--- config.mk ---
export PLATFORM = sky130hd
export DESIGN_NAME = ingress_ctrl
export DESIGN_NICKNAME = d
export VERILOG_FILES = /design/src/switch_pkg.sv /design/src/ingress_ctrl.sv
export SDC_FILE = /design/constraint.sdc
export NUM_CORES = 1
export LEC_CHECK = 0
export BUFFER_PORTS_ARGS = -buffer_cell sky130_fd_sc_hd__buf_2
export CELL_PAD_IN_SITES_DETAIL_PLACEMENT = 1
export CELL_PAD_IN_SITES_GLOBAL_PLACEMENT = 2
export CORE_UTILIZATION = 24
export CTS_CLUSTER_DIAMETER = 30
export DETAILED_ROUTE_END_ITERATION = 10
export PLACE_DENSITY = 0.85
export SLEW_MARGIN = 40
export SYNTH_ARGS = -nofsm -noshare
export SYNTH_HDL_FRONTEND = slang
export SYNTH_SLANG_ARGS = --single-unit
--- constraint.sdc ---
create_clock -name clk -period 2.18 [get_ports clk]
set_clock_uncertainty 0.1 [all_clocks]
set_input_delay 0.327 -clock clk [delete_from_list [all_inputs] [get_ports clk]]
set_output_delay 0.327 -clock clk [all_outputs]
set_load 0.05 [all_outputs]
--- src/switch_pkg.sv ---
package switch_pkg;

    // egress side, priority 3 is served first
    localparam int NUM_PORTS = 4;
    localparam int PORT_W = 2;
    localparam int NUM_PRIO = 4;
    localparam int PRIO_W = 2;
    localparam int NUM_QUEUES = NUM_PORTS * NUM_PRIO;
    localparam int QID_W = PORT_W + PRIO_W;

    // buffer geometry
    localparam int WORD_W = 16;
    localparam int PAGE_WORDS = 8;
    localparam int OFFS_W = 3;
    localparam int NUM_PAGES = 128;
    localparam int PAGE_W = 7;
    // one bit wider than a page number so it can hold 128
    localparam int CNT_W = 8;

    // largest packet, header included
    localparam int MAX_PKT_WORDS = 64;
    localparam int MAX_PKT_PAGES = MAX_PKT_WORDS / PAGE_WORDS;
    localparam int LEN_W = 8;

    // fsm state codes
    localparam logic ING_IDLE = 1'b0;
    localparam logic ING_PKT = 1'b1;
    localparam logic [1:0] EG_IDLE = 2'd0;
    localparam logic [1:0] EG_GRANT = 2'd1;
    localparam logic [1:0] EG_STREAM = 2'd2;

    typedef logic [PAGE_W-1:0] page_t;

    // first word of a packet, length counts the header too
    typedef struct packed {
        logic [LEN_W-1:0]  len;
        logic [3:0]        rsvd;
        logic [PRIO_W-1:0] prio;
        logic [PORT_W-1:0] dest;
    } pkt_hdr_t;

    // same word seen as payload or as header
    typedef union packed {
        logic [WORD_W-1:0] raw;
        pkt_hdr_t          hdr;
    } pkt_word_u;

    // finished packet handed to the queues
    typedef struct packed {
        logic [PORT_W-1:0] dest;
        logic [PRIO_W-1:0] prio;
        page_t             head;
    } pkt_desc_t;

    typedef struct packed {
        logic              word_we;
        page_t             word_page;
        logic [OFFS_W-1:0] word_offs;
        logic [WORD_W-1:0] data;
        logic              link_we;
        page_t             link_page;
        page_t             next_page;
    } buf_wr_t;

    typedef struct packed {
        logic              en;
        page_t             page;
        logic [OFFS_W-1:0] offs;
    } buf_rd_t;

endpackage

--- src/ingress_ctrl.sv ---
`timescale 1ns/10ps

module ingress_ctrl import switch_pkg::*; (
    input  logic              clk,
    input  logic              rst_n,
    input  logic              wr_sop,
    input  logic              wr_eop,
    input  logic              wr_vld,
    input  logic [WORD_W-1:0] wr_data,
    input  page_t             alloc_page,
    output logic              alloc,
    output buf_wr_t           buf_wr,
    output logic              enq,
    output pkt_desc_t         enq_desc
);

    logic              state;
    page_t             cur_page;
    logic [OFFS_W-1:0] offs;
    pkt_desc_t         desc_q;

    pkt_word_u         in_word;
    logic              first;
    logic              take;
    logic              new_page;
    pkt_desc_t         cur_desc;

    // header view of the incoming word
    assign in_word = wr_data;

    // sop opens a packet, stray words while idle are dropped
    assign first = (state == ING_IDLE) && wr_vld && wr_sop;
    assign take = first || ((state == ING_PKT) && wr_vld);

    // offset wrapped back to zero, current page is full
    assign new_page = first || (offs == '0);
    assign alloc = take && new_page;

    // routing fields come straight off the header on the first word
    assign cur_desc = first ? pkt_desc_t'{dest: in_word.hdr.dest, prio: in_word.hdr.prio,
                                          head: alloc_page} : desc_q;

    always_comb begin
        buf_wr.word_we = take;
        buf_wr.word_page = new_page ? alloc_page : cur_page;
        buf_wr.word_offs = first ? '0 : offs;
        buf_wr.data = wr_data;
        // old page points at the new one, nothing to link on the head page
        buf_wr.link_we = alloc && !first;
        buf_wr.link_page = cur_page;
        buf_wr.next_page = alloc_page;
    end

    always_ff @(posedge clk) begin
        if (!rst_n) begin
            state <= ING_IDLE;
            enq <= 1'b0;
        end else begin
            // enqueue one cycle after eop is written
            enq <= take && wr_eop;
            if (take) begin
                state <= wr_eop ? ING_IDLE : ING_PKT;
            end
        end
    end

    always_ff @(posedge clk) begin
        if (take) begin
            offs <= buf_wr.word_offs + 1'b1;
            desc_q <= cur_desc;
            if (new_page) begin
                cur_page <= alloc_page;
            end
            if (wr_eop) begin
                enq_desc <= cur_desc;
            end
        end
    end

endmodule

======== Word level (Yosys, flattened, before mapping) ========
Index checks and enable logic that the tools add are counted.
operators by class
  $add $sub $neg .......................... 1
  multiplexer cells ....................... 4
  bitwise operators ....................... 1
  reduce and logical (&&, ||, !) cells .... 11
operators by type and width
  kind                                                           count
  11-bit 2-to-1 mux                                              1
  7-bit 2-to-1 mux                                               1
  1-bit logical AND                                              6
  3-bit by 1-bit adder with 3-bit output, second input constant  1
  3-bit logical NOT                                              1
  3-bit 2-to-1 mux                                               1
  1-bit logical OR                                               2
  2-bit AND reduction                                            1
  1-bit logical NOT                                              1
  1-bit 2-to-1 mux                                               1
  1-bit inverter                                                 1
word-level totals
  register bits ........................... 34
  bits of input ports ..................... 28
  output and inout port bits .............. 55

======== Depth between registers and ports, before layout ========
  word-level depth ........................ 6
  gate-level depth with buffers ........... 5
  gate-level depth less buffers ........... 3

======== Worst setup path before layout ========
No wires, ideal clock.
  path kind ............................... reg-to-output
  start ................................... register state
  end ..................................... output alloc
  data arrival time ....................... 2,258 ps
  required time ........................... 1,753 ps
  slack ................................... -505 ps
  cell stages (with the launch flop) ...... 4
  path through ............................ dfxtp_1 nor2_1 nor2b_1 nor2b_1
between the ends
  cells in the longest elaborated chain, start to end .. 5
  elaborated cells between the ends (all ways) .. 7
  those cells by class .................... bitwise (1); reduce/logical (6)
ends and longest elaborated chain
  what                            line                text
  start, declared                 ingress_ctrl.sv:17  logic state;
  start signal, assigned          ingress_ctrl.sv:62  state <= wr_eop ? ING_IDLE : ING_PKT;
  1-bit inverter                  ingress_ctrl.sv:32  assign first = (state == ING_IDLE) && wr_vld && wr_sop;
  1-bit logical AND (2 in a row)  ingress_ctrl.sv:32
  1-bit logical OR *              ingress_ctrl.sv:33  assign take = first || ((state == ING_PKT) && wr_vld);
  named net take                  ingress_ctrl.sv:24  logic take;
  1-bit logical AND *             ingress_ctrl.sv:37  assign alloc = take && new_page;
  end, declared                   ingress_ctrl.sv:11  output logic alloc,
The timed path passes the listed nets; every way through them passes the cells marked *.

==> out/metrics.cfg <==
[outcome]
status=finished clean

[synthesis]
yosysWarnings=0
synth.avg_cell_area_um2=12.7
synth_cell_types=20
synth_area_um2=1580
yosysSeqAreaShare_pct=63.3
syn_inst=124
synth_nets=152
synth_seq_cells=34

[worst_setup_path]
cp_max_fo=8
critPathKind=flip-flop to output pin
rr_worst_depth=3
r2r-end=cur_page[6]
ff2ff_setup_slack_ns=0.56
reg2reg_from=offs[0]
endpoint_kind=output pin
worstPathArrival_ns=1.70
required_ns=1.75
cp-start-kind=flip-flop

[placed_design]
gp_congestion=0.663
place_ws_ns=0.259
post-place-cells=238
portBuffers=58
place_area_um2=1820
hpwl_mm=2.63

[clock_network]
hold_buffers=0
cts.path.max_buffers=2
clkLatencyLatePin_ns=0.27
cts_tree=yes
root_buffer=clkbuf_8
cts_made_buffers=5
cts.sinks=34
htreeDepth=2
cts_setup_buffers=0
path_clk_slew_ns=0.07

[routing]
met1_length_mm=1.50
highest_layer=met4
wire_per_inst_um=14.2
route.met2.wl_mm=1.75
viasPerCell=4.12
drc=0
postRouteAntennaNets=0
initialDrtViolationCount=40
wl_met3_um=207
drtPass1Iterations=3
wl_mm=3.49
vias=1014

[global_route]
grt_max_degree=14
first_global_vias=1062
antenna_found_initial=0
gr-total-overflow=0
globalRouteTotalUtil_pct=10.4
grt_pass1_wl_mm=5.51

[power]
powerDensity_nw_per_um2=919
power_mw=1.83
ir_worst_vdd_mv=0.338
static-leakage-power_nw=0.894

[timing]
timing.final.ws_setup_ns=0.0544
tightest_slew_ns=0.458
period_needed_ns=2.13
relSlewSlack_pct=69.4
finalCritPeriodShare_pct=97.5
hold_slack_ns=0.168
setup_viol_count_final=0
hold_violations=0
slew_viol_final=0
rsz0062_at_grt=yes
fin_tns_setup_ns=0
fmax_mhz=470

[flow_run]
cap_violations=0

[min_path]
hold_depth=2
holdCritPathClass=input port to flip-flop
hold_path_end=enq
holdCritStartpoint=rst_n

[finish]
diodes=0
instances_no_fill=246
drive_gt1_share_pct=48.5
final_util_pct=31.4
final_area_um2=1990
area_delta_synth_final_pct=26.1
fin_nets=196

[floorplanning]
dieWidth_um=83.1
core_area_um2=6350
start_util_pct=24.9
die_area_um2=6910
rows=29
num_io_pins=83
die_y_um=83.1

## worst max-delay path, cell delays in order, from the launching register on
cell	delay [ns]
edfxtp_1	0.48
nor3_4	0.34
nor2_8	0.12
mux2_4	0.33
buf_6	0.16
## worst max-delay path by stage
| stage | from | endpoint | slack, ns | depth (start not counted) |
|---|---|---|---|---|
| finish | offs[0] | buf_wr[40] | 0.05 | 4 |
| global route | offs[0] | buf_wr[40] | -0.008 | 4 |
| CTS | offs[2] | buf_wr[40] | 0.02 | 4 |
| detailed placement | wr_vld | buf_wr[37] | 0.26 | 5 |
| global placement | wr_sop | buf_wr[40] | 0.26 | 5 |
| floorplan | state | alloc | 0.10 | 3 |
## per-layer routing
metal,global-route usage [%],vias up
li1,-,479
met1,12.8,493
met2,17.1,36
met3,3.58,6
met4,3.45,0
met5,0,-
## logic make-up (layout without fill, tap and decap cells)
group / count (synthesis) / in the layout / share of synthesized area (%)
AOI/OAI and AO/OA: 1 / 1 / 0.316
muxes: 7 / 7 / 6.65
xor gates and xnor gates: 2 / 2 / 1.11
buffers and inverters: 28 / 73 / 12.9
and+or+nand+nor: 52 / 52 / 15.7
DFF: 34 / 34 / 63.3
## synthesized netlist by cell type
cell type	count	area [µm²]
buf_2	1	5.00
dfxtp_1	2	40.0
buf_4	24	180
mux2_4	7	105
and3_1	1	6.26
nor2b_1	2	12.5
a21oi_1	1	5.00
and3b_1	1	8.76
buf_6	1	11.3
nand2_1	37	139
nor2_1	5	18.8
nor2_8	1	20.0
inv_1	1	3.75
clkbuf_1	1	3.75
and2_1	3	18.8
xor2_1	1	8.76
xnor2_1	1	8.76
nor3_4	1	16.3
edfxtp_1	32	961
nand3b_1	1	7.51
## flip-flops by register name, summed over array words and instances, names as in the netlist
register  count
desc_q       11
enq_desc     11
cur_page      7
offs          3
enq           1
state         1
## final cells by class
| type | count | area [µm²] |
|---|---|---|
| Clock inverter | 3 | 63.8 |
| Clock buffer | 5 | 68.8 |
| Multi-Input combinational cell | 62 | 380 |
| Inverter | 1 | 3.75 |
| Timing Repair Buffer | 64 | 379 |
| Sequential cell | 34 | 1000 |
| Tap cell | 77 | 96.3 |
| Fill cell | 723 | 4360 |
## layout by cell type, fill, tap and decap left out, types with 2 or more instances in the layout
cell / count
buf_2: 51
nand2_1: 37
edfxtp_1: 32
mux2_4: 7
buf_6: 7
buf_4: 6
nor2_1: 5
clkbuf_8: 5
and2_1: 3
nor2b_2: 2
bufinv_16: 2
dfxtp_1: 2
## report_power, final
part	switching, mW	internal [mW]	leakage, nW
Combinational	0.265	0.108	0.511
Clock	0.227	0.453	0.0658
Sequential	0.0163	0.763	0.317
## what timing repair did
item                                    in CTS  in global routing
pin swaps                                    1                  2
endpoints found under the setup margin       3                  7
resized for setup                            0                 21
No activity file was read; power rests on OpenSTA's default activity.
