File: src/switch_pkg.sv
package switch_pkg;

    // egress side, priority 3 is served first
    localparam int NUM_PORTS = 4;
    localparam int PORT_W = 2;
    localparam int NUM_PRIO = 4;
    localparam int PRIO_W = 2;
    localparam int NUM_QUEUES = NUM_PORTS * NUM_PRIO;
    localparam int QID_W = PORT_W + PRIO_W;

    // buffer geometry
    localparam int WORD_W = 16;
    localparam int PAGE_WORDS = 8;
    localparam int OFFS_W = 3;
    localparam int NUM_PAGES = 128;
    localparam int PAGE_W = 7;
    // one bit wider than a page number so it can hold 128
    localparam int CNT_W = 8;

    // largest packet, header included
    localparam int MAX_PKT_WORDS = 64;
    localparam int MAX_PKT_PAGES = MAX_PKT_WORDS / PAGE_WORDS;
    localparam int LEN_W = 8;

    // fsm state codes
    localparam logic ING_IDLE = 1'b0;
    localparam logic ING_PKT = 1'b1;
    localparam logic [1:0] EG_IDLE = 2'd0;
    localparam logic [1:0] EG_GRANT = 2'd1;
    localparam logic [1:0] EG_STREAM = 2'd2;

    typedef logic [PAGE_W-1:0] page_t;

    // first word of a packet, length counts the header too
    typedef struct packed {
        logic [LEN_W-1:0]  len;
        logic [3:0]        rsvd;
        logic [PRIO_W-1:0] prio;
        logic [PORT_W-1:0] dest;
    } pkt_hdr_t;

    // same word seen as payload or as header
    typedef union packed {
        logic [WORD_W-1:0] raw;
        pkt_hdr_t          hdr;
    } pkt_word_u;

    // finished packet handed to the queues
    typedef struct packed {
        logic [PORT_W-1:0] dest;
        logic [PRIO_W-1:0] prio;
        page_t             head;
    } pkt_desc_t;

    typedef struct packed {
        logic              word_we;
        page_t             word_page;
        logic [OFFS_W-1:0] word_offs;
        logic [WORD_W-1:0] data;
        logic              link_we;
        page_t             link_page;
        page_t             next_page;
    } buf_wr_t;

    typedef struct packed {
        logic              en;
        page_t             page;
        logic [OFFS_W-1:0] offs;
    } buf_rd_t;

endpackage

File: src/page_free_list.sv
`timescale 1ns/10ps

module page_free_list import switch_pkg::*; (
    input  logic  clk,
    input  logic  rst_n,
    input  logic  alloc,
    input  logic  release_en,
    input  page_t release_page,
    output page_t alloc_page,
    output logic  full,
    output logic  almost_full
);

    logic [CNT_W-1:0] fresh_cnt;
    logic [CNT_W-1:0] free_cnt;
    page_t            fifo_mem [NUM_PAGES];
    page_t            fifo_rd;
    page_t            fifo_wr;
    logic             fresh_left;

    // untouched pages go out in order, then recycled ones
    assign fresh_left = (fresh_cnt != CNT_W'(NUM_PAGES));
    assign alloc_page = fresh_left ? fresh_cnt[PAGE_W-1:0] : fifo_mem[fifo_rd];

    always_ff @(posedge clk) begin
        if (!rst_n) begin
            fresh_cnt <= '0;
            free_cnt <= CNT_W'(NUM_PAGES);
            fifo_rd <= '0;
            fifo_wr <= '0;
            full <= 1'b0;
            almost_full <= 1'b0;
        end else begin
            if (alloc && fresh_left) begin
                fresh_cnt <= fresh_cnt + 1'b1;
            end
            if (alloc && !fresh_left) begin
                fifo_rd <= fifo_rd + 1'b1;
            end
            if (release_en) begin
                fifo_wr <= fifo_wr + 1'b1;
            end
            // alloc and release may land together
            free_cnt <= free_cnt + CNT_W'(release_en) - CNT_W'(alloc);
            // flags trail the count by a cycle
            full <= (free_cnt == '0);
            almost_full <= (free_cnt < CNT_W'(MAX_PKT_PAGES));
        end
    end

    // 128 slots, never more pages out than in
    always_ff @(posedge clk) begin
        if (release_en) begin
            fifo_mem[fifo_wr] <= release_page;
        end
    end

endmodule

File: config.mk
export PLATFORM = sky130hd
export DESIGN_NAME = page_free_list
export DESIGN_NICKNAME = d
export VERILOG_FILES = /design/src/switch_pkg.sv /design/src/page_free_list.sv
export SDC_FILE = /design/constraint.sdc
export NUM_CORES = 1
export LEC_CHECK = 0
export ABC_AREA = 1
export BUFFER_PORTS_ARGS = -buffer_cell sky130_fd_sc_hd__buf_2
export CAP_MARGIN = 20
export CORE_AREA = 2 2 278 252
export CTS_CLUSTER_DIAMETER = 80
export DETAILED_ROUTE_END_ITERATION = 10
export DIE_AREA = 0 0 280 254
export GPL_TIMING_DRIVEN = 0
export PLACE_DENSITY = 0.73
export SLEW_MARGIN = 20
export SYNTH_ARGS = -nofsm -noshare
export SYNTH_HDL_FRONTEND = slang
export SYNTH_SLANG_ARGS = --single-unit
File: constraint.sdc
create_clock -name clk -period 2 [get_ports clk]
set_input_delay 0.2 -clock clk [delete_from_list [all_inputs] [get_ports clk]]
set_output_delay 0.2 -clock clk [all_outputs]
set_load 0.02 [all_outputs]
Word level (Yosys, flattened, before mapping)
Memory sizes are Yosys's and may differ from the RTL's. A register that Yosys moved wholly into a read port is not among the register bits. Cells that the tools add are included.

Flip-flop bits (word level): 32. Bits in writable memories: 896. Bits of input ports: 11. Memories kept: 1.

Add/subtract/negate cells: 5. $lt $le $gt $ge: 1. Equal/unequal tests: 1. Mux-type cells: 5. Reductions and logical operators: 4.

Memory list: fifo_mem (words 128, width 7, rd ports 1, clocked after Yosys merged registers in 1, write ports 1, RTL line page_free_list.sv:16) `page_t fifo_mem [NUM_PAGES];`.

Operator list (count): $mux 7 (3); $add 7x1->7 const B (2); $add 8x1->8 (1); $add 8x1->8 const B (1); $logic_not 8->1 (1); $lt 8x4->1 const B (1); $ne 8x8->1 const B (1); $sub 8x1->8 (1); $logic_and 1x1->1 (2); $mux 1 (2); $logic_not 1->1 (1).

Longest topological paths before layout
Depth after elaboration: 5. Depth in mapped cells: 14. Depth with buffers taken out: 14.

Least setup slack after synthesis
OpenSTA, ideal clock, no wires.

Path kind: reg-to-reg. Start: register free_cnt[0]. End: register free_cnt[6]. Data arrival time: 1.966 ns. Data required time: 1.881 ns. Setup slack: -0.085 ns. Stages on the path, launching flop included: 15. Cell sequence: dfxtp_1 inv_1 ha_1 inv_1 ha_1 fa_1 nand2_1 inv_1 nor2_1 nor2_1 nor2_1 o21ai_0 a21o_1 o21ai_0 a21oi_1.

Longest elaborated chain between the ends: 2.

Ends and longest elaborated chain: from (decl) (RTL line page_free_list.sv:15) `logic [CNT_W-1:0] free_cnt;`; from (signal assigned) (RTL line page_free_list.sv:28) `free_cnt <= CNT_W'(NUM_PAGES);`; from (signal assigned) (RTL line page_free_list.sv:44) `free_cnt <= free_cnt + CNT_W'(release_en) - CNT_W'(alloc);`; $add 8x1->8 (RTL line page_free_list.sv:44); $sub 8x1->8 (RTL line page_free_list.sv:44).

No other way between the ends. A chain may end at the register's enable or synchronous reset.

==> qor_table.md <==
| Result | This run | Unit |
| --- | --- | --- |
| Final Slew Violations | 0 | - |
| Unrepaired setup endpoints after global routing | yes | - |
| DRC errors left | 0 | - |
| Top cell type by total area after synthesis | edfxtp_1 | - |
| M1 wire length | 43500 | um |
| Worst Reg2Reg Path Length in Cells | 14 | - |
| Die footprint | 71100 | um2 |
| Area taken by multi-input logic gates | 11900 | um2 |
| Hold Crit Start | release_page[4] | - |
| Setup-violating endpoint count in the final report | 91 | - |
| Global routing usage summed across all routing layers | 33.4 | % |
| Outcome | finished, violations left | - |
| Max-Slew Margin vs Limit | 51.8 | % |
| Number of hold-slack violations in the final timing report | 0 | - |
| Detail-routed net length per standard cell | 27.2 | um |
| Sw frac | 21.2 | % |
| Largest clock skew in the final design | 27.0 | ps |
| Growth of design area from synthesis to finish | 22.9 | % |
| Count of max-cap constraint violations | 0 | - |
| Die Span X | 280 | um |
| Via count normalized by instance count | 6.31 | - |
| Worst setup SP type | flop | - |
| Clock-pin slew on the worst setup and hold paths | 60 | ps |
| Part of the Yosys area used for sequential elements | 71.8 | % |
| Crit path capture type | primary output | - |
| Global-route congestion overflow total | 0 | - |
| Antenna Nets Post-Route | 0 | - |
| Met3 WL | 17000 | um |
| Cell Int Power | 32.0 | mW |
| Data arrival, critical path | 2890 | ps |
| Total CTS buffers | 93 | - |
| Dominant cell type by count on the critical path | nand3_1 | - |
| FMAX | 324 | MHz |
| Final period utilization | 155 | % |
| Leakage power summed over all cells | 16.7 | nW |
| Share of the synthesized area in the top cell type | 69.8 | % |
| Synthesized flop and latch total | 935 | - |
| Slack of the worst reg-to-reg path | -110 | ps |
| Antenna violations before repair | 1 | - |
| Number of input and output port buffers inserted | 19 | - |
| Slowest-stage cell, CP | dfxtp_4 | - |
| Net count reported at finish | 3522 | - |
| Power share of the clock group | 43.2 | % |
| Maximum fanout along the worst path | 10 | - |
| Portion of total power attributed to combinational logic | 3.6 | % |
| Critical path cell sequence | buf_12 -> clkinv_16 -> buf_16 -> buf_8 -> nand2_1 -> nand3_1 -> nand3_1 -> nand3_2 -> nand3_1 -> nand2_2 -> nand2_1 -> nand3_1 -> nand3_2 -> nand2_2 -> buf_4 | - |
| Fraction of power consumed by sequential logic | 53.2 | % |
| Number of synthesis warnings | 0 | - |
| Floorplan row count | 91 | - |
| Startpoint of the worst register-to-register path | free_cnt[0] | - |
| Top Layer Used | met5 | - |
| Clock tree root driver cell | clkbuf_16 | - |
| Met2 wire length | 54700 | um |
| Finished layout cell area | 47400 | um2 |
| Number of non-filler instances in the completed layout | 4454 | - |
| Cell class contributing the biggest share of worst-path delay | simple AND/OR/NAND/NOR gates | - |
| Clock sink count | 935 | - |
| Placed instance count | 4229 | - |
| Number of global-route vias before repair | 26100 | - |
| Main area contributors after synthesis | edfxtp_1 (70%), nand3_1 (11%), nand2_1 (9.8%) | - |
| Peak supply drop | 0.00100 | V |
| Net Count, Synth | 3346 | - |
| Worst-margin pin slew | 723 | ps |
| Power density over the cells | 856 | nW/um2 |
| Worst Slack Setup Final | -1090 | ps |
| Sw power | 8.59 | mW |
| HPWL after detailed placement | 77100 | um |
| Class of the worst hold path | primary input to flop | - |
| Average cell area after synthesis | 11.6 | um2 |
| Cell area after technology mapping | 38600 | um2 |
| Effective utilization at floorplan | 56.6 | % |
| Setup crit end | alloc_page[3] | - |
| Top Ports | 20 | - |
| TritonCTS clock tree | done | - |
| Buffer depth of the longest clock path | 3 | - |
| Min Clock Period, post-route | 3090 | ps |
| Number of fill cells | 4391 | - |
| Storage element area | 27700 | um2 |
| Violations in the final reports | setup timing | - |
| Total Routed Length | 121000 | um |
| End-of-flow core utilization | 69.5 | % |
| Final antenna diode count | 0 | - |
| H-Tree Level Count | 3 | - |
| Number of DRC markers in iteration 0 | 4556 | - |
| Global-route wire length before repair | 170000 | um |
| Cell variety after synth | 33 | - |
| Number of buffer and inverter stages on the critical path | 5 | - |
| Detailed-router iteration count before antenna repair | 6 | - |
| End of the worst register-to-register path | free_cnt[6] | - |
| Critical path depth | 15 | - |
| Fin Setup TNS | -9420 | ps |
| Cell count of the worst hold path | 1 | - |
| Share of final-layout standard cells stronger than drive strength 1 | 23.6 | % |
| Category of the critical setup timing path | flop to primary output | - |
| Pin count of the biggest net entering global routing | 102 | - |
| Placed Area | 40000 | um2 |
| Gpl congestion | 0.968 | - |
| Data required time at the worst endpoint | 1800 | ps |
| Standard cell core area | 68200 | um2 |
| Critical Path Max Stage Delay | 380 | ps |
| Latest clock arrival within the worst-skew pair | 670 | ps |
| Power Total | 40.6 | mW |
| Count of vias placed by the detailed router | 28100 | - |
| Die height | 254 | um |
| Gate Count Post-Synth | 3319 | - |
## per-stage QoR
stage | setup slack [ps] | hold WS [ps]
final | -1090 | 2.65
after global routing | -1120 | 11.0
after CTS | -997 | 1.85
after detailed placement | -1250 | 458
after global placement | -1280 | 458
after floorplan | 3.50 | 299
## per-layer routing
metal  vias to the layer above  track usage, %
met5                         -               0
met4                         2            15.0
met3                       356            8.58
met2                      2225            50.7
met1                     13400            45.8
li1                      12100               -
## worst min path at each step
stage,to,slack [ps]
6_report,fifo_mem[85][4],3
5_1_grt,fifo_mem[84][4],10
4_1_cts,fifo_mem[30][4],2
3_5_place_dp,flop,460
3_3_place_gp,fifo_rd[6],460
2_1_floorplan,fifo_mem[0][0],300
## power groups by stage
stage	sequential, mW	combinational, mW	clock (mW)
2_1_floorplan	22.0	0.590	0
3_3_place_gp	22.0	1.11	0
3_5_place_dp	22.0	1.20	0
4_1_cts	21.6	1.33	17.4
5_1_grt	21.6	1.57	18.2
6_report	21.6	1.45	17.5
## final cells by class
type | instances | share of cell area [%]
clock buffers | 110 | 5.13
multi-input cells | 2119 | 25.2
well taps | 883 | 2.33
clock inverters | 61 | 1.23
plain buffers | 205 | 4.62
flip-flops and latches | 935 | 58.4
repair buffers | 81 | 2.51
inverters | 59 | 0.544
repair inverters | 1 | 0.0238
## cell usage in the layout (no fill, tap or decap), drive strengths merged
cell,instances
nor3,9
o211ai,1
bufinv,10
nand2,1005
buf,233
a31oi,1
xor2,1
dlygate4sd3,8
nand3,873
dfxtp,39
a21oi,22
nor3b,1
fa,1
clkinvlp,4
ha,15
clkinv,44
a2111oi,2
edfxtp,896
o21ai,24
nand4,3
clkbuf,155
nor2,158
a21o,2
o21a,1
inv,63
## cell families after synthesis
logic type,synth area share [%]
xor gates and xnor gates,0.0227
and+or+nand+nor,22.9
DFF,71.8
adders and majority gates,0.538
buffers and inverters,4.05
AOI/OAI and AO/OA,0.736
## state kept, by name (all words and copies together) (netlist names), named ones only
signal       flops
full             1
fresh_cnt        8
fifo_mem       896
almost_full      1
fifo_wr          7
free_cnt         8
fifo_rd          7
## Yosys cell counts (all sizes together)
master and instances:
a2111oi 2, a21o 2, a21oi 22, a31oi 1, buf 169, clkbuf 37
dfxtp 39, edfxtp 896, fa 1, ha 15, inv 59, nand2 1005
nand3 873, nand4 3, nor2 158, nor3 9, nor3b 1, o211ai 1
o21a 1, o21ai 24, xor2 1
## timing repair
item | 4_1_cts | 5_1_grt
pin swaps | 41 | 83
hold buffers | 8 | 0
gates resized for setup | 592 | 320
hold endpoints to repair | 155 | 0
cloned | 2 | 6
setup buffers | 25 | 15
setup endpoints to repair | 855 | 887
## worst reg2reg max path, cell delays in order, from the launching register on
cell     delay [ps]
dfxtp_2         330
inv_2            50
ha_4            260
inv_4            30
ha_4            150
fa_2            360
nand2_2          70
inv_2            40
nor2_1           80
nor2_1           50
nor2_1          160
o21ai_1          90
a21o_1          170
o21ai_1         110
a21oi_1          50
(Power assumes the default switching activity.)
