File: src/switch_pkg.sv
package switch_pkg;

    // egress side, priority 3 is served first
    localparam int NUM_PORTS = 4;
    localparam int PORT_W = 2;
    localparam int NUM_PRIO = 4;
    localparam int PRIO_W = 2;
    localparam int NUM_QUEUES = NUM_PORTS * NUM_PRIO;
    localparam int QID_W = PORT_W + PRIO_W;

    // buffer geometry
    localparam int WORD_W = 16;
    localparam int PAGE_WORDS = 8;
    localparam int OFFS_W = 3;
    localparam int NUM_PAGES = 128;
    localparam int PAGE_W = 7;
    // one bit wider than a page number so it can hold 128
    localparam int CNT_W = 8;

    // largest packet, header included
    localparam int MAX_PKT_WORDS = 64;
    localparam int MAX_PKT_PAGES = MAX_PKT_WORDS / PAGE_WORDS;
    localparam int LEN_W = 8;

    // fsm state codes
    localparam logic ING_IDLE = 1'b0;
    localparam logic ING_PKT = 1'b1;
    localparam logic [1:0] EG_IDLE = 2'd0;
    localparam logic [1:0] EG_GRANT = 2'd1;
    localparam logic [1:0] EG_STREAM = 2'd2;

    typedef logic [PAGE_W-1:0] page_t;

    // first word of a packet, length counts the header too
    typedef struct packed {
        logic [LEN_W-1:0]  len;
        logic [3:0]        rsvd;
        logic [PRIO_W-1:0] prio;
        logic [PORT_W-1:0] dest;
    } pkt_hdr_t;

    // same word seen as payload or as header
    typedef union packed {
        logic [WORD_W-1:0] raw;
        pkt_hdr_t          hdr;
    } pkt_word_u;

    // finished packet handed to the queues
    typedef struct packed {
        logic [PORT_W-1:0] dest;
        logic [PRIO_W-1:0] prio;
        page_t             head;
    } pkt_desc_t;

    typedef struct packed {
        logic              word_we;
        page_t             word_page;
        logic [OFFS_W-1:0] word_offs;
        logic [WORD_W-1:0] data;
        logic              link_we;
        page_t             link_page;
        page_t             next_page;
    } buf_wr_t;

    typedef struct packed {
        logic              en;
        page_t             page;
        logic [OFFS_W-1:0] offs;
    } buf_rd_t;

endpackage

File: src/queue_table.sv
`timescale 1ns/10ps

module queue_table import switch_pkg::*; (
    input  logic                  clk,
    input  logic                  rst_n,
    input  logic                  enq,
    input  pkt_desc_t             enq_desc,
    input  logic                  deq,
    input  logic [PORT_W-1:0]     deq_port,
    input  logic [PRIO_W-1:0]     deq_prio,
    output page_t                 head_page,
    output logic [NUM_QUEUES-1:0] nonempty
);

    // one chain per port and priority, named by head page
    page_t            q_head [NUM_QUEUES];
    page_t            q_tail [NUM_QUEUES];
    logic [CNT_W-1:0] q_cnt [NUM_QUEUES];
    // packet after the one starting at this page
    page_t            next_pkt [NUM_PAGES];

    logic [QID_W-1:0] eq;
    logic [QID_W-1:0] dq;
    logic             head_new;

    assign eq = {enq_desc.dest, enq_desc.prio};
    assign dq = {deq_port, deq_prio};
    assign head_page = q_head[dq];

    // empty queue, or its only packet leaves this cycle
    assign head_new = (q_cnt[eq] == '0)
                   || (deq && (dq == eq) && (q_cnt[eq] == CNT_W'(1)));

    always_comb begin
        for (int i = 0; i < NUM_QUEUES; i++) begin
            nonempty[i] = (q_cnt[i] != '0);
        end
    end

    always_ff @(posedge clk) begin
        if (!rst_n) begin
            for (int i = 0; i < NUM_QUEUES; i++) begin
                q_cnt[i] <= '0;
            end
        end else begin
            // same queue on both sides leaves the count unchanged
            for (int i = 0; i < NUM_QUEUES; i++) begin
                q_cnt[i] <= q_cnt[i] + CNT_W'(enq && (eq == QID_W'(i)))
                                     - CNT_W'(deq && (dq == QID_W'(i)));
            end
        end
    end

    always_ff @(posedge clk) begin
        if (deq) begin
            q_head[dq] <= next_pkt[q_head[dq]];
        end
        // enqueue after dequeue, so it wins on a shared head
        if (enq) begin
            q_tail[eq] <= enq_desc.head;
            if (head_new) begin
                q_head[eq] <= enq_desc.head;
            end else begin
                next_pkt[q_tail[eq]] <= enq_desc.head;
            end
        end
    end

endmodule

File: config.mk
export PLATFORM = sky130hd
export DESIGN_NAME = queue_table
export DESIGN_NICKNAME = d
export VERILOG_FILES = /design/src/switch_pkg.sv /design/src/queue_table.sv
export SDC_FILE = /design/constraint.sdc
export NUM_CORES = 2
export LEC_CHECK = 0
export ABC_AREA = 1
export BUFFER_PORTS_ARGS = -buffer_cell sky130_fd_sc_hd__buf_2
export CAP_MARGIN = 10
export CORE_ASPECT_RATIO = 1.2
export CORE_UTILIZATION = 60
export CTS_CLUSTER_DIAMETER = 40
export CTS_CLUSTER_SIZE = 28
export DETAILED_ROUTE_END_ITERATION = 10
export PLACE_DENSITY = 0.79
export SLEW_MARGIN = 20
export SYNTH_ARGS = -nofsm -noshare
export SYNTH_HDL_FRONTEND = slang
export SYNTH_SLANG_ARGS = --single-unit
File: constraint.sdc
create_clock -name clk -period 4.8 [get_ports clk]
set_input_delay 0.96 -clock clk [delete_from_list [all_inputs] [get_ports clk]]
set_output_delay 0.96 -clock clk [all_outputs]
set_load 0.02 [all_outputs]
* Word-level counts from Yosys, hierarchy flattened
Memories as Yosys holds them, arrays and structs flattened.
Index checks and enable logic that the tools add are counted.
** Word-level totals
- Flip-flop bits (word level) :: 0
- Memories kept :: 4
- Bits of input ports :: 19
- Bits in writable memories :: 1248
- Output and inout bits :: 23
** Memories
- next_pkt :: depth 128, bits a word 7, rd ports 1, clocked after memory_dff 0, wr ports 1, RTL line queue_table.sv:20 : page_t next_pkt [NUM_PAGES];
- q_cnt :: depth 16, bits a word 8, rd ports 17, clocked after memory_dff 0, wr ports 16, RTL line queue_table.sv:18 : logic [CNT_W-1:0] q_cnt [NUM_QUEUES];
- q_head :: depth 16, bits a word 7, rd ports 1, clocked after memory_dff 0, wr ports 2, RTL line queue_table.sv:16 : page_t q_head [NUM_QUEUES];
- q_tail :: depth 16, bits a word 7, rd ports 1, clocked after memory_dff 0, wr ports 1, RTL line queue_table.sv:17 : page_t q_tail [NUM_QUEUES];
** Cells by class
- $add $sub $neg :: 32
- Equal/unequal tests :: 32
- Reductions and logical operators :: 54
- Mux-type cells :: 28
- Bitwise logic cells :: 16
** Operator list (number)
- adder 8 x 1 -> 8 bit :: 16
- 2-to-1 mux 8 bit :: 16
- nonzero test 8 bit :: 16
- subtractor 8 x 1 -> 8 bit :: 16
- == test 4 bit (second input constant) :: 16
- logical AND 1 bit :: 34
- == test 4 x 3 -> 1 bit (second input constant) :: 8
- == test 4 x 2 -> 1 bit (second input constant) :: 4
- OR 1 bit :: 16
- 2-to-1 mux 1 bit :: 12
- == test 4 x 1 -> 1 bit (second input constant) :: 2
- == test 8 x 1 -> 1 bit (second input constant) :: 1
- logical NOT 4 bit :: 2
- logical NOT 8 bit :: 1
- == test 4 bit :: 1
- logical OR 1 bit :: 1

* Longest topological paths before layout
- Word-level depth :: 7
- Mapped depth :: 24
- Gate-level depth less buffers :: 21

* Least setup slack after synthesis
OpenSTA, ideal clock, no wires.
- Path kind :: input to register
- From :: input port enq_desc[9] (netlist bit)
- To :: memory q_cnt[6][6]
- Stages on the path :: 14
- Slack :: 0.931 ns
- Arrival time :: 3.799 ns
- Required time :: 4.730 ns
- Buffers on the path :: 0
- Cells stage by stage :: inv_1 nor2_1 inv_1 nor3_1 ha_1 inv_1 fa_1 o31ai_1 inv_1 nor2_1 nor2_1 o21ai_0 o21ai_0 a21oi_1
** RTL lines
- start: declaration :: RTL line queue_table.sv:7 : input pkt_desc_t enq_desc,
- end: declaration :: RTL line queue_table.sv:18

* Worst setup path in the final report
- From :: input port deq_prio[0]
- To :: output port head_page[4]
** Between the ends
- Word-level cells in the longest chain between the ends :: 1
** RTL lines
- start: declaration :: RTL line queue_table.sv:10 : input logic [PRIO_W-1:0] deq_prio,
- memory read (16 x 7 bit)
- end: declaration :: RTL line queue_table.sv:11 : output page_t head_page,
Every way passes these cells.

==> impl_metrics.env <==
export IMPL_status="finished clean"
export IMPL_setup_viol=0
export IMPL_finalMaxSlewViolations=0
export IMPL_start_util=0.605
export IMPL_antenna_left=0
export IMPL_layout_drive_gt1_share=0.0930
export IMPL_drc=0
export IMPL_cp_common_cell="buf_4"
export IMPL_worstSkewPairLatency_ps=760
export IMPL_worstPathRequired_ps=3840
export IMPL_fill_cells=6863
export IMPL_async_flop_share=0
export IMPL_worst_pin_slew_ps=1120
export IMPL_ir_worst_vdd_mv=0.437
export IMPL_cp_cell_sequence="buf_2 > buf_4 > nand2_2 > buf_4 > o22ai_1 > o31ai_1 > nand4_1 > inv_1 > buf_4 > buf_2"
export IMPL_fp_coreArea_um2=96700
export IMPL_synth_edf_count=1120
export IMPL_crit_path_max_incr_delay_ps=570
export IMPL_holdCritStartpoint="q_cnt[2][7]"
export IMPL_cp_max_fo=27
export IMPL_hp_class="reg -> reg"
export IMPL_hold_viol=0
export IMPL_antenna_found_initial=4
export IMPL_ys_seq_elements=1248
export IMPL_avgRoutedWirePerCell_um=20.7
export IMPL_postCtsSetupBuffers=0
export IMPL_fin_worst_skew_ps=45.3
export IMPL_synthCells=5827
export IMPL_port_buffers=41
export IMPL_cts_buffers=134
export IMPL_leakage_uw=0.0272
export IMPL_fmax_ghz=0.225
export IMPL_criticalPathCategory="in -> out"
export IMPL_finalCritPeriodShare=0.928
export IMPL_yosys_area_top_type="edfxtp_1"
export IMPL_overflow=0
export IMPL_rrSetupSlack_ps=930
export IMPL_area_growth_pct=12.5
export IMPL_grt_use_total=0.308
export IMPL_cp_end_kind="output port"
export IMPL_power_density_nw_per_um2=436
export IMPL_min_period_ps=4450
export IMPL_netlist_area_um2=58400
export IMPL_chipWidth_um=287
export IMPL_grt_pass1_vias=42800
export IMPL_vias=43500
export IMPL_rsz0062_at_grt="false"
export IMPL_slew_headroom=0.246
export IMPL_timing_rr_start="q_head[8][0]"
export IMPL_grt_pass1_wl_um=234000
export IMPL_postCtsHoldBufs=0
export IMPL_wl_met2_um=73500
export IMPL_crit_buf_inv=6
export IMPL_cp_slowest_cell="inv_1"
export IMPL_dpl_cell_count=7098
export IMPL_wl_met3_um=14900
export IMPL_grt_max_degree=126
export IMPL_cts_max_path_buffers=3
export IMPL_synth_cell_types=37
export IMPL_vias_per_cell=5.92
export IMPL_drt_iter0_drc=5390
export IMPL_clock_sinks=1248
export IMPL_synth_top_area_frac=0.575
export IMPL_critical_path_top_delay_family="buffers and inverters"
export IMPL_place_ws_ps=262
export IMPL_path_clk_slew_ps=60
export IMPL_dp_hpwl_um=94900
export IMPL_synth_ff_type="edfxtp_1"
export IMPL_wirelength_um=152000
export IMPL_num_io_pins=42
export IMPL_tritoncts="built"
export IMPL_cts_repair_resized=0
export IMPL_cts_max_level=4
export IMPL_dieHeight_um=344
export IMPL_globalplace_congestion=0.927
export IMPL_layout_nets=6175
export IMPL_routed_top_layer="met4"
export IMPL_syn_nets=6038
export IMPL_seq_area_frac_synth=0.619
export IMPL_timing_critical_path_from_type="primary input"
export IMPL_min_path_cells=3
export IMPL_r2r_end="q_head[8][3]"
export IMPL_final_setup_tns_ps=0
export IMPL_root_buffer="clkbuf_16"
export IMPL_met1_length_um=54000
export IMPL_final_cells=7352
export IMPL_worst_r2r_path_depth=18
export IMPL_setup_ws_ps=346
export IMPL_row_count=125
export IMPL_max_cap_violations=0
export IMPL_whs_endpoint="q_cnt[2][7]"
export IMPL_dr_pass1_iters=8
export IMPL_worstPathArrival_ps=3490
export IMPL_synthTopCellsByArea="edfxtp_1 (58%), nand3_1 (8.3%), nand2_1 (7.3%), inv_1 (5.8%), dfxtp_1 (4.4%)"
export IMPL_yosysWarnings=0
export IMPL_avgSynthCellArea_um2=10.0
export IMPL_die_area_um2=98700
where the power goes:
part | internal (uW) | leakage, uW | switching [uW]
Sequential | 12300 | 0.0111 | 175
Clock | 5890 | 0.00224 | 4740
Combinational | 1790 | 0.0139 | 3760
Total | 20000 | 0.0272 | 8680
layer usage:
metal	global-route usage	vias up
li1	-	20000
met1	0.374	20300
met2	0.514	2562
met3	0.0567	613
met4	0.188	0
met5	0	-
worst min-delay path: stages (launching register included):
cell     delay (ps)
dfxtp_1         310
inv_1            50
ha_1            130
a21oi_1          60
placed cells by master (no fill, tap or decap), drive strengths merged:
cell type	n
nor3	56
o211ai	154
ha	176
o31ai	21
nand4	53
nand2	1148
bufinv	7
diode	6
inv	967
clkinv	43
a31oi	3
edfxtp	1120
o21ai	129
fa	16
nand3	981
o22ai	28
buf	288
clkbuf	142
o221ai	2
a22oi	44
dfxtp	128
clkinvlp	10
xor2	1
nor2	426
nor4	16
a21oi	116
o41ai	1
synth_stat cells, drive strengths merged, types with 16 or more instances:
cell type  number
nor3           56
a22oi          44
clkbuf         62
fa             16
nand2        1148
nor4           16
nand3         981
nand4          53
a21oi         116
dfxtp         128
nor2          426
o211ai        154
ha            176
o21ai         129
inv           919
edfxtp       1120
o22ai          28
buf           225
o31ai          21
sequential cells by signal, indices dropped and copies added, names as in the netlist:
signal,cells
next_pkt,896
q_head,112
q_cnt,128
q_tail,112
logic make-up after synthesis:
group,synth area share
adders and majority gates,0.0432
DFF,0.619
buffers and inverters,0.0849
and+or+nand+nor,0.199
xor gates and xnor gates,0.000150
AOI/OAI and AO/OA,0.0533
through the flow:
stage | hold WS (ps) | instance area (um2) | total power [uW] | utilization
finish | 589 | 65700 | 28600 | 0.680
global route | 609 | 65700 | 29800 | 0.680
CTS | 588 | 65700 | 28600 | 0.680
detailed placement | 579 | 61100 | 18100 | 0.632
global placement | 567 | 61100 | 17900 | 0.632
floorplan | 555 | 58400 | 16400 | -
layout make-up:
class | count | area, um2 | area share
clock buffers | 142 | 3480 | 0.0529
clock inverters | 106 | 1120 | 0.0171
inverters | 921 | 3460 | 0.0526
well taps | 1270 | 1590 | 0.0242
flip-flops and latches | 1248 | 36200 | 0.551
repair buffers | 288 | 2540 | 0.0387
diodes | 6 | 15.0 | 0.000228
multi-input cells | 3371 | 17300 | 0.264
worst max-delay path by stage:
stage	to	slack, ps	start	cells after the start
6_report	head_page[4]	350	deq_prio[0]	10
5_1_grt	head_page[4]	400	deq_prio[0]	10
4_1_cts	head_page[4]	530	deq_prio[0]	10
3_5_place_dp	q_cnt[3][6]	260	deq_prio[0]	18
3_3_place_gp	q_head[4][2]	350	deq_prio[0]	21
2_1_floorplan	q_cnt[6][6]	930	enq_desc[9]	14
Power figures use the tool's default switching activity.
