**src/switch_pkg.sv**
```systemverilog
package switch_pkg;

    // egress side, priority 3 is served first
    localparam int NUM_PORTS = 4;
    localparam int PORT_W = 2;
    localparam int NUM_PRIO = 4;
    localparam int PRIO_W = 2;
    localparam int NUM_QUEUES = NUM_PORTS * NUM_PRIO;
    localparam int QID_W = PORT_W + PRIO_W;

    // buffer geometry
    localparam int WORD_W = 16;
    localparam int PAGE_WORDS = 8;
    localparam int OFFS_W = 3;
    localparam int NUM_PAGES = 128;
    localparam int PAGE_W = 7;
    // one bit wider than a page number so it can hold 128
    localparam int CNT_W = 8;

    // largest packet, header included
    localparam int MAX_PKT_WORDS = 64;
    localparam int MAX_PKT_PAGES = MAX_PKT_WORDS / PAGE_WORDS;
    localparam int LEN_W = 8;

    // fsm state codes
    localparam logic ING_IDLE = 1'b0;
    localparam logic ING_PKT = 1'b1;
    localparam logic [1:0] EG_IDLE = 2'd0;
    localparam logic [1:0] EG_GRANT = 2'd1;
    localparam logic [1:0] EG_STREAM = 2'd2;

    typedef logic [PAGE_W-1:0] page_t;

    // first word of a packet, length counts the header too
    typedef struct packed {
        logic [LEN_W-1:0]  len;
        logic [3:0]        rsvd;
        logic [PRIO_W-1:0] prio;
        logic [PORT_W-1:0] dest;
    } pkt_hdr_t;

    // same word seen as payload or as header
    typedef union packed {
        logic [WORD_W-1:0] raw;
        pkt_hdr_t          hdr;
    } pkt_word_u;

    // finished packet handed to the queues
    typedef struct packed {
        logic [PORT_W-1:0] dest;
        logic [PRIO_W-1:0] prio;
        page_t             head;
    } pkt_desc_t;

    typedef struct packed {
        logic              word_we;
        page_t             word_page;
        logic [OFFS_W-1:0] word_offs;
        logic [WORD_W-1:0] data;
        logic              link_we;
        page_t             link_page;
        page_t             next_page;
    } buf_wr_t;

    typedef struct packed {
        logic              en;
        page_t             page;
        logic [OFFS_W-1:0] offs;
    } buf_rd_t;

endpackage

```
**src/egress_sched.sv**
```systemverilog
`timescale 1ns/10ps

module egress_sched import switch_pkg::*; (
    input  logic                             clk,
    input  logic                             rst_n,
    input  logic [NUM_PORTS-1:0]             ready,
    input  logic [NUM_QUEUES-1:0]            nonempty,
    input  page_t                            head_page,
    input  logic [WORD_W-1:0]                rd_word,
    input  page_t                            rd_link,
    output logic                             deq,
    output logic [PORT_W-1:0]                deq_port,
    output logic [PRIO_W-1:0]                deq_prio,
    output buf_rd_t                          buf_rd,
    output logic                             release_en,
    output page_t                            release_page,
    output logic [NUM_PORTS-1:0]             rd_sop,
    output logic [NUM_PORTS-1:0]             rd_eop,
    output logic [NUM_PORTS-1:0]             rd_vld,
    output logic [NUM_PORTS-1:0][WORD_W-1:0] rd_data
);

    logic [1:0]           state;
    logic [PORT_W-1:0]    gnt_port;
    logic [PORT_W-1:0]    rr_ptr;
    page_t                cur_page;
    logic [OFFS_W-1:0]    rd_offs;
    logic [LEN_W-1:0]     rd_cnt;
    logic [LEN_W-1:0]     len_q;
    // data of last cycle's read shows up now
    logic                 rd_pend;
    logic                 pend_sop;
    logic                 pend_eop;

    logic [NUM_PORTS-1:0] elig;
    logic                 any_elig;
    logic [PORT_W-1:0]    pick;
    logic [NUM_PRIO-1:0]  port_ne;
    pkt_word_u            out_word;
    logic [LEN_W-1:0]     len_cur;
    logic                 issue;
    logic                 last_issue;

    // ready and something queued
    always_comb begin
        for (int p = 0; p < NUM_PORTS; p++) begin
            elig[p] = ready[p] && (nonempty[p * NUM_PRIO +: NUM_PRIO] != '0);
        end
    end

    // first eligible port at or after the pointer
    always_comb begin
        logic [PORT_W-1:0] idx;
        any_elig = 1'b0;
        pick = rr_ptr;
        for (int i = 0; i < NUM_PORTS; i++) begin
            idx = rr_ptr + PORT_W'(i);
            if (!any_elig && elig[idx]) begin
                any_elig = 1'b1;
                pick = idx;
            end
        end
    end

    // strict priority, highest set bit wins
    assign port_ne = nonempty[{gnt_port, {PRIO_W{1'b0}}} +: NUM_PRIO];
    always_comb begin
        deq_prio = '0;
        for (int pr = 0; pr < NUM_PRIO; pr++) begin
            if (port_ne[pr]) begin
                deq_prio = PRIO_W'(pr);
            end
        end
    end

    assign deq = (state == EG_GRANT);
    assign deq_port = gnt_port;

    // header arrives in the first stream cycle
    assign out_word = rd_word;
    assign len_cur = pend_sop ? out_word.hdr.len : len_q;
    assign issue = (state == EG_STREAM) && (rd_cnt < len_cur);
    assign last_issue = (rd_cnt == len_cur - 1'b1);

    always_comb begin
        buf_rd.en = issue || (state == EG_GRANT);
        buf_rd.page = cur_page;
        buf_rd.offs = rd_offs;
        if (state == EG_GRANT) begin
            buf_rd.page = head_page;
            buf_rd.offs = '0;
        end else if (rd_offs == '0) begin
            // link of the page just finished is on rd_link now
            buf_rd.page = rd_link;
        end
    end

    // free a page with its last needed read
    // header-only packet frees its page in the first stream cycle
    assign release_en = (issue && ((rd_offs == OFFS_W'(PAGE_WORDS - 1)) || last_issue))
                     || (pend_sop && !issue);
    assign release_page = buf_rd.page;

    // only the granted port sees strobes and data
    always_comb begin
        for (int p = 0; p < NUM_PORTS; p++) begin
            rd_vld[p] = rd_pend && (gnt_port == PORT_W'(p));
            rd_sop[p] = rd_vld[p] && pend_sop;
            rd_eop[p] = rd_vld[p] && (pend_eop || (pend_sop && (len_cur <= LEN_W'(1))));
            rd_data[p] = rd_vld[p] ? rd_word : '0;
        end
    end

    always_ff @(posedge clk) begin
        if (!rst_n) begin
            state <= EG_IDLE;
            gnt_port <= '0;
            rr_ptr <= '0;
            rd_pend <= 1'b0;
            pend_sop <= 1'b0;
            pend_eop <= 1'b0;
        end else begin
            rd_pend <= buf_rd.en;
            pend_sop <= (state == EG_GRANT);
            pend_eop <= issue && last_issue;
            case (state)
                EG_IDLE: begin
                    // ready only counts here
                    if (any_elig) begin
                        gnt_port <= pick;
                        state <= EG_GRANT;
                    end
                end
                EG_GRANT: begin
                    rr_ptr <= gnt_port + 1'b1;
                    state <= EG_STREAM;
                end
                EG_STREAM: begin
                    // last word still in flight, drains while idle
                    if (!issue) begin
                        state <= EG_IDLE;
                    end
                end
                default: state <= EG_IDLE;
            endcase
        end
    end

    // read position, header read counts as the first
    always_ff @(posedge clk) begin
        if (state == EG_GRANT) begin
            cur_page <= head_page;
            rd_offs <= OFFS_W'(1);
            rd_cnt <= LEN_W'(1);
        end else if (issue) begin
            cur_page <= buf_rd.page;
            rd_offs <= rd_offs + 1'b1;
            rd_cnt <= rd_cnt + 1'b1;
        end
        if (pend_sop) begin
            len_q <= out_word.hdr.len;
        end
    end

endmodule

```
**config.mk**
```make
export PLATFORM = sky130hd
export DESIGN_NAME = egress_sched
export DESIGN_NICKNAME = d
export VERILOG_FILES = /design/src/switch_pkg.sv /design/src/egress_sched.sv
export SDC_FILE = /design/constraint.sdc
export NUM_CORES = 1
export LEC_CHECK = 0
export ABC_AREA = 1
export BUFFER_PORTS_ARGS = -buffer_cell sky130_fd_sc_hd__buf_2
export CAP_MARGIN = 20
export CORE_ASPECT_RATIO = 1.4
export CORE_MARGIN = 2
export CORE_UTILIZATION = 45
export CTS_BUF_LIST = sky130_fd_sc_hd__clkbuf_4 sky130_fd_sc_hd__clkbuf_8
export DETAILED_ROUTE_END_ITERATION = 8
export PLACE_DENSITY_LB_ADDON = 0.05
export SLEW_MARGIN = 20
export SYNTH_ARGS = -nofsm -noshare
export SYNTH_HDL_FRONTEND = slang
export SYNTH_SLANG_ARGS = --single-unit
```
**constraint.sdc**
```tcl
create_clock -name clk -period 5.4 [get_ports clk]
set_input_delay 0.27 -clock clk [delete_from_list [all_inputs] [get_ports clk]]
set_output_delay 0.27 -clock clk [all_outputs]
set_load 0.1 [all_outputs]
```
==> Word level (Yosys, flattened, before mapping) <==
Cells that the tools add are included.
{ "op_classes": {"shift": 1, "bitwise_logic": 0, "div": 0, "n_addsub": 7, "mul": 0, "magnitude_cmp": 6, "n_eq_ne": 9, "n_mux": 31, "n_reduce_logical": 42} }
{ "ops": {"columns": ["op", "count"], "rows": [
  ["two-way mux 16 bit", 4],
  ["two-way mux 7 bit", 4],
  ["logical AND 1 bit", 24],
  ["nonzero test 4 bit", 4],
  ["variable part select 16 x 5 -> 4 bit", 1],
  ["two-way mux 2 bit", 7],
  ["< comparator 2 x 3 -> 1 bit, second input constant", 4],
  ["two-way mux 1 bit", 9],
  ["adder 8 x 1 -> 8 bit, second input constant", 1],
  ["binary-select mux 1 bit (select 2 bit)", 4],
  ["== test 8 bit", 1],
  ["<= comparator 8 x 1 -> 1 bit, second input constant", 1],
  ["< comparator 8 bit", 1],
  ["two-way mux 8 bit", 1],
  ["subtractor 8 x 1 -> 8 bit, second input constant", 1],
  ["== test 2 bit, second input constant", 3],
  ["case mux 2 bit (3 select lines)", 1],
  ["adder 2 x 1 -> 2 bit, second input constant", 2],
  ["adder 2 bit, second input constant", 2],
  ["== test 2 x 1 -> 1 bit, second input constant", 2],
  ["zero test 1 bit", 4],
  ["zero test 2 bit", 2],
  ["logical OR 1 bit", 4],
  ["!= test 2 bit, second input constant", 2],
  ["other kinds (6)", 7]
]} }
{ "totals": {"mem_bits_ro": 0, "out_inout_bits": 100, "mem_bits_rw": 0, "latch_bits": 0, "inputBits": 52, "reg_bits": 35, "mem_count": 0} }

==> Depth between registers and ports, before layout <==
{ "logic_depth": {"word_depth": 16, "mapped_depth": 14} }

==> Least setup slack after synthesis <==
OpenSTA, ideal clock, no wires.
{ "synth_timing": {"path_kind": "reg-to-output", "from": "reg rd_offs[0]", "to": "out release_page[0]", "path_slack_ns": 2.072, "arrival_ns": 3.058, "path_stages_with_launch": 7, "path_cell_list": "dfxtp_1 inv_1 ha_1 nand2_1 nand2_1 a31oi_1 buf_4"} }
{ "synth_lines": {"columns": ["item", "line_no", "source"], "rows": [
  ["from (decl)", "egress_sched.sv:27", "logic [OFFS_W-1:0] rd_offs;"],
  ["from (signal assigned)", "egress_sched.sv:157", "rd_offs <= rd_offs + 1'b1;"],
  ["to (decl)", "egress_sched.sv:16", "output page_t release_page,"]
]} }

==> results.md <==
- Max-slew headroom: 0.458
- Crit. Startpoint: pend_sop
- Fmax: 246 MHz
- Die ar.: 7020 um^2
- CTS root buffer: clkbuf_8
- Layout area overhead: 30.5%
- Fillers: 635
- Post-CTS setup buffer count: 0
- Ys flop type: dfxtp_1
- Hold Crit Depth: 3
- WS Path Type: reg2out
- #FFs+latches synth: 35
- Clock buffer depth: 2
- Clock buffer count from CTS: 5
- Residual DRC: 0
- Final Net Count: 677
- Met1 usage: 0.295
- Diodes inserted: 0
- ANT nets after route: 0
- WP data arrival: 3.80 ns
- Worst r2r path cells: 10
- Sum Neg Setup Slack: 0 ns
- Max_cap viols: 0
- GR Util met2: 0.429
- Post-layout minimum cycle time: 4.07 ns
- # port buffers: roughly 150
- RSZ-0062 raised after global routing: false
- Final Routed Wirelength: 8660 um
- Crit share post-route: 0.753
- Setup-failing EPs final: 0
- HP Class: in2reg
- # H-tree levels: 2
- Top Usage Layer GRT: met2
- DR pass1 iterations: 5
- Met3 Track Usage GR: 0.0279
- Vias in the first global route: between 2,000 and 3,000
- CP required: 5.13 ns
- Row cnt: 34
- Critical path peak fanout: 22
- Post-synth top area share: 0.196
- CTS sink count: 35
- Post-Syn Area: 2860 um^2
- Detailed Place HPWL: 6970 um
- Core box area: 6170 um^2
- Status: finished clean
- GRT Total Usage: 0.239
- GP Congestion: 0.923
- Startpoint types: flip-flop
- Post-CTS Resized: 0
- Setup Skew: between 0.01 and 0.015 ns
- Syn Inst Count: 468
- Clock-pin slew on the worst setup and hold paths: 0.07 ns
- Worst-skew pair later-pin latency: 0.29 ns
- TritonCTS clock tree: built
- FF-to-FF Start: pend_sop
- R2R Setup Slk: 2.06 ns
- Grt total ovfl: 0
- Fraction of registers with async set/reset: 0
- EDFF count, synth: 7
- Global-route wire length before repair: 13,800 um
- Final Hold Viols: 0
- Most frequent cell after synthesis: nand2_1
- Max-slew violation count: 0
- Mean Syn Cell Area: 6.12 um^2
- DIE HEIGHT: roughly 100 um
- Netlist cell types: 33
- Ports: 152
- Reg-to-reg endpoint: cur_page[5]
- Synth area leader: dfxtp_1
- Post-synthesis sequential area ratio: 0.269
- Die X: 71.4 um
- DR vias/cell: roughly 5
- Actual slew at the worst max-slew pin: 0.811 ns
- Via count: 3,407
- Ranking of synthesized cells by area: dfxtp_1 (20%), nand2_1 (14%), nor2_1 (14%)
- Share of cells above drive strength 1: 0.298
- Mean routed wirelength per cell: 12.7 um
- Initial Utilization: 0.464
- DRT iter0 DRCs: between 150 and 200
- Largest net degree at the start of global routing: 28
- Worst Setup EP: buf_rd[10]
- Antenna violations before repair: 0
- Hold_ws: 0.223 ns
- Yosys warning count: 0
- Synthesized Nets: around 540
- Setup crit end kind: primary output
- Hold-fix buffers, CTS: 0
- Commonest cells in the netlist: nand2_1 (109), nor2_1 (107), inv_1 (48)
-- per-stage QoR --
stage	std cells	cell area (um^2)	setup WS (ns)	util
3_5_place_dp	672	3600	1.67	0.584
6_report	680	3740	1.33	0.606
4_1_cts	680	3740	1.34	0.606
5_1_grt	680	3740	0.932	0.606
2_1_floorplan	468	2860	2.07	-
3_3_place_gp	672	3600	1.77	0.584
-- cell usage in the layout (no fill, tap or decap), types with 3 or more instances in the layout --
cell type and instances:
o21ai_0 15, a21oi_1 22, nand2_1 109, inv_1 48
inv_2 6, dfxtp_1 28, o21ai_2 4, xor2_1 3
nor2_1 107, a31oi_1 7, nand2_2 5, ha_1 18
edfxtp_1 7, nand3_1 39, nor3_1 5, clkbuf_8 5
buf_2 151, nand4_1 7, xnor2_1 3
-- logic make-up (layout without fill, tap and decap cells) --
logic type,after synthesis,after routing,share of synthesized area
AND/OR/NAND/NOR,279,279,0.409
flip-flops,35,35,0.269
AO/OA/AOI/OAI,54,54,0.111
adder cells (fa/ha/maj),18,18,0.0787
buffers and inverters,76,216,0.114
XOR/XNOR,6,6,0.0184
-- worst max-delay path: stages, from the launching register on --
cell and delay, ns:
dfxtp_1 0.66, inv_2 0.19, nand2_1 0.10, nand2_1 0.06, inv_1 0.14, ha_1 0.26
a21oi_1 0.17, o21ai_0 0.11, nand4_1 0.16, nand3_1 0.57, nand2_1 0.56, buf_2 0.51
-- worst min path at each step --
stage,from,to,slack (ns)
6_report,rd_word[9],len_q[1],0.22
5_1_grt,rd_word[9],len_q[1],0.23
4_1_cts,rd_word[9],len_q[1],0.23
3_5_place_dp,len_q[1],len_q[1],0.44
3_3_place_gp,len_q[1],len_q[1],0.44
2_1_floorplan,rst_n,deq_port[1],0.39
-- flip-flops by register name, indices dropped and copies added, names as in the netlist --
| register | cells |
|---|---|
| cur_page | 7 |
| deq_port | 2 |
| len_q | 8 |
| pend_eop | 1 |
| pend_sop | 1 |
| rd_cnt | 8 |
| rd_offs | 3 |
| rd_pend | 1 |
| rr_ptr | 2 |
| state | 2 |
-- layout make-up --
| cell class | count | area, um^2 | share of cell area |
|---|---|---|---|
| well taps | 72 | 90.1 | 0.0241 |
| clock buffers | 6 | 76.3 | 0.0204 |
| inverters | 57 | 216 | 0.0579 |
| flip-flops and latches | 35 | 771 | 0.206 |
| multi-input cells | 357 | 1770 | 0.473 |
| repair buffers | 151 | 756 | 0.202 |
| clock inverters | 2 | 60.1 | 0.0161 |
-- metal layers --
| metal | vias to the layer above | routed length, um |
|---|---|---|
| li1 | 1774 | - |
| met1 | 1519 | 3600 |
| met2 | 103 | 4490 |
| met3 | 11 | 451 |
| met4 | 0 | 116 |
| met5 | - | 0 |
Power is not shown: default switching activity piles up to over one toggle a cycle in this logic, so the estimate is an artifact.
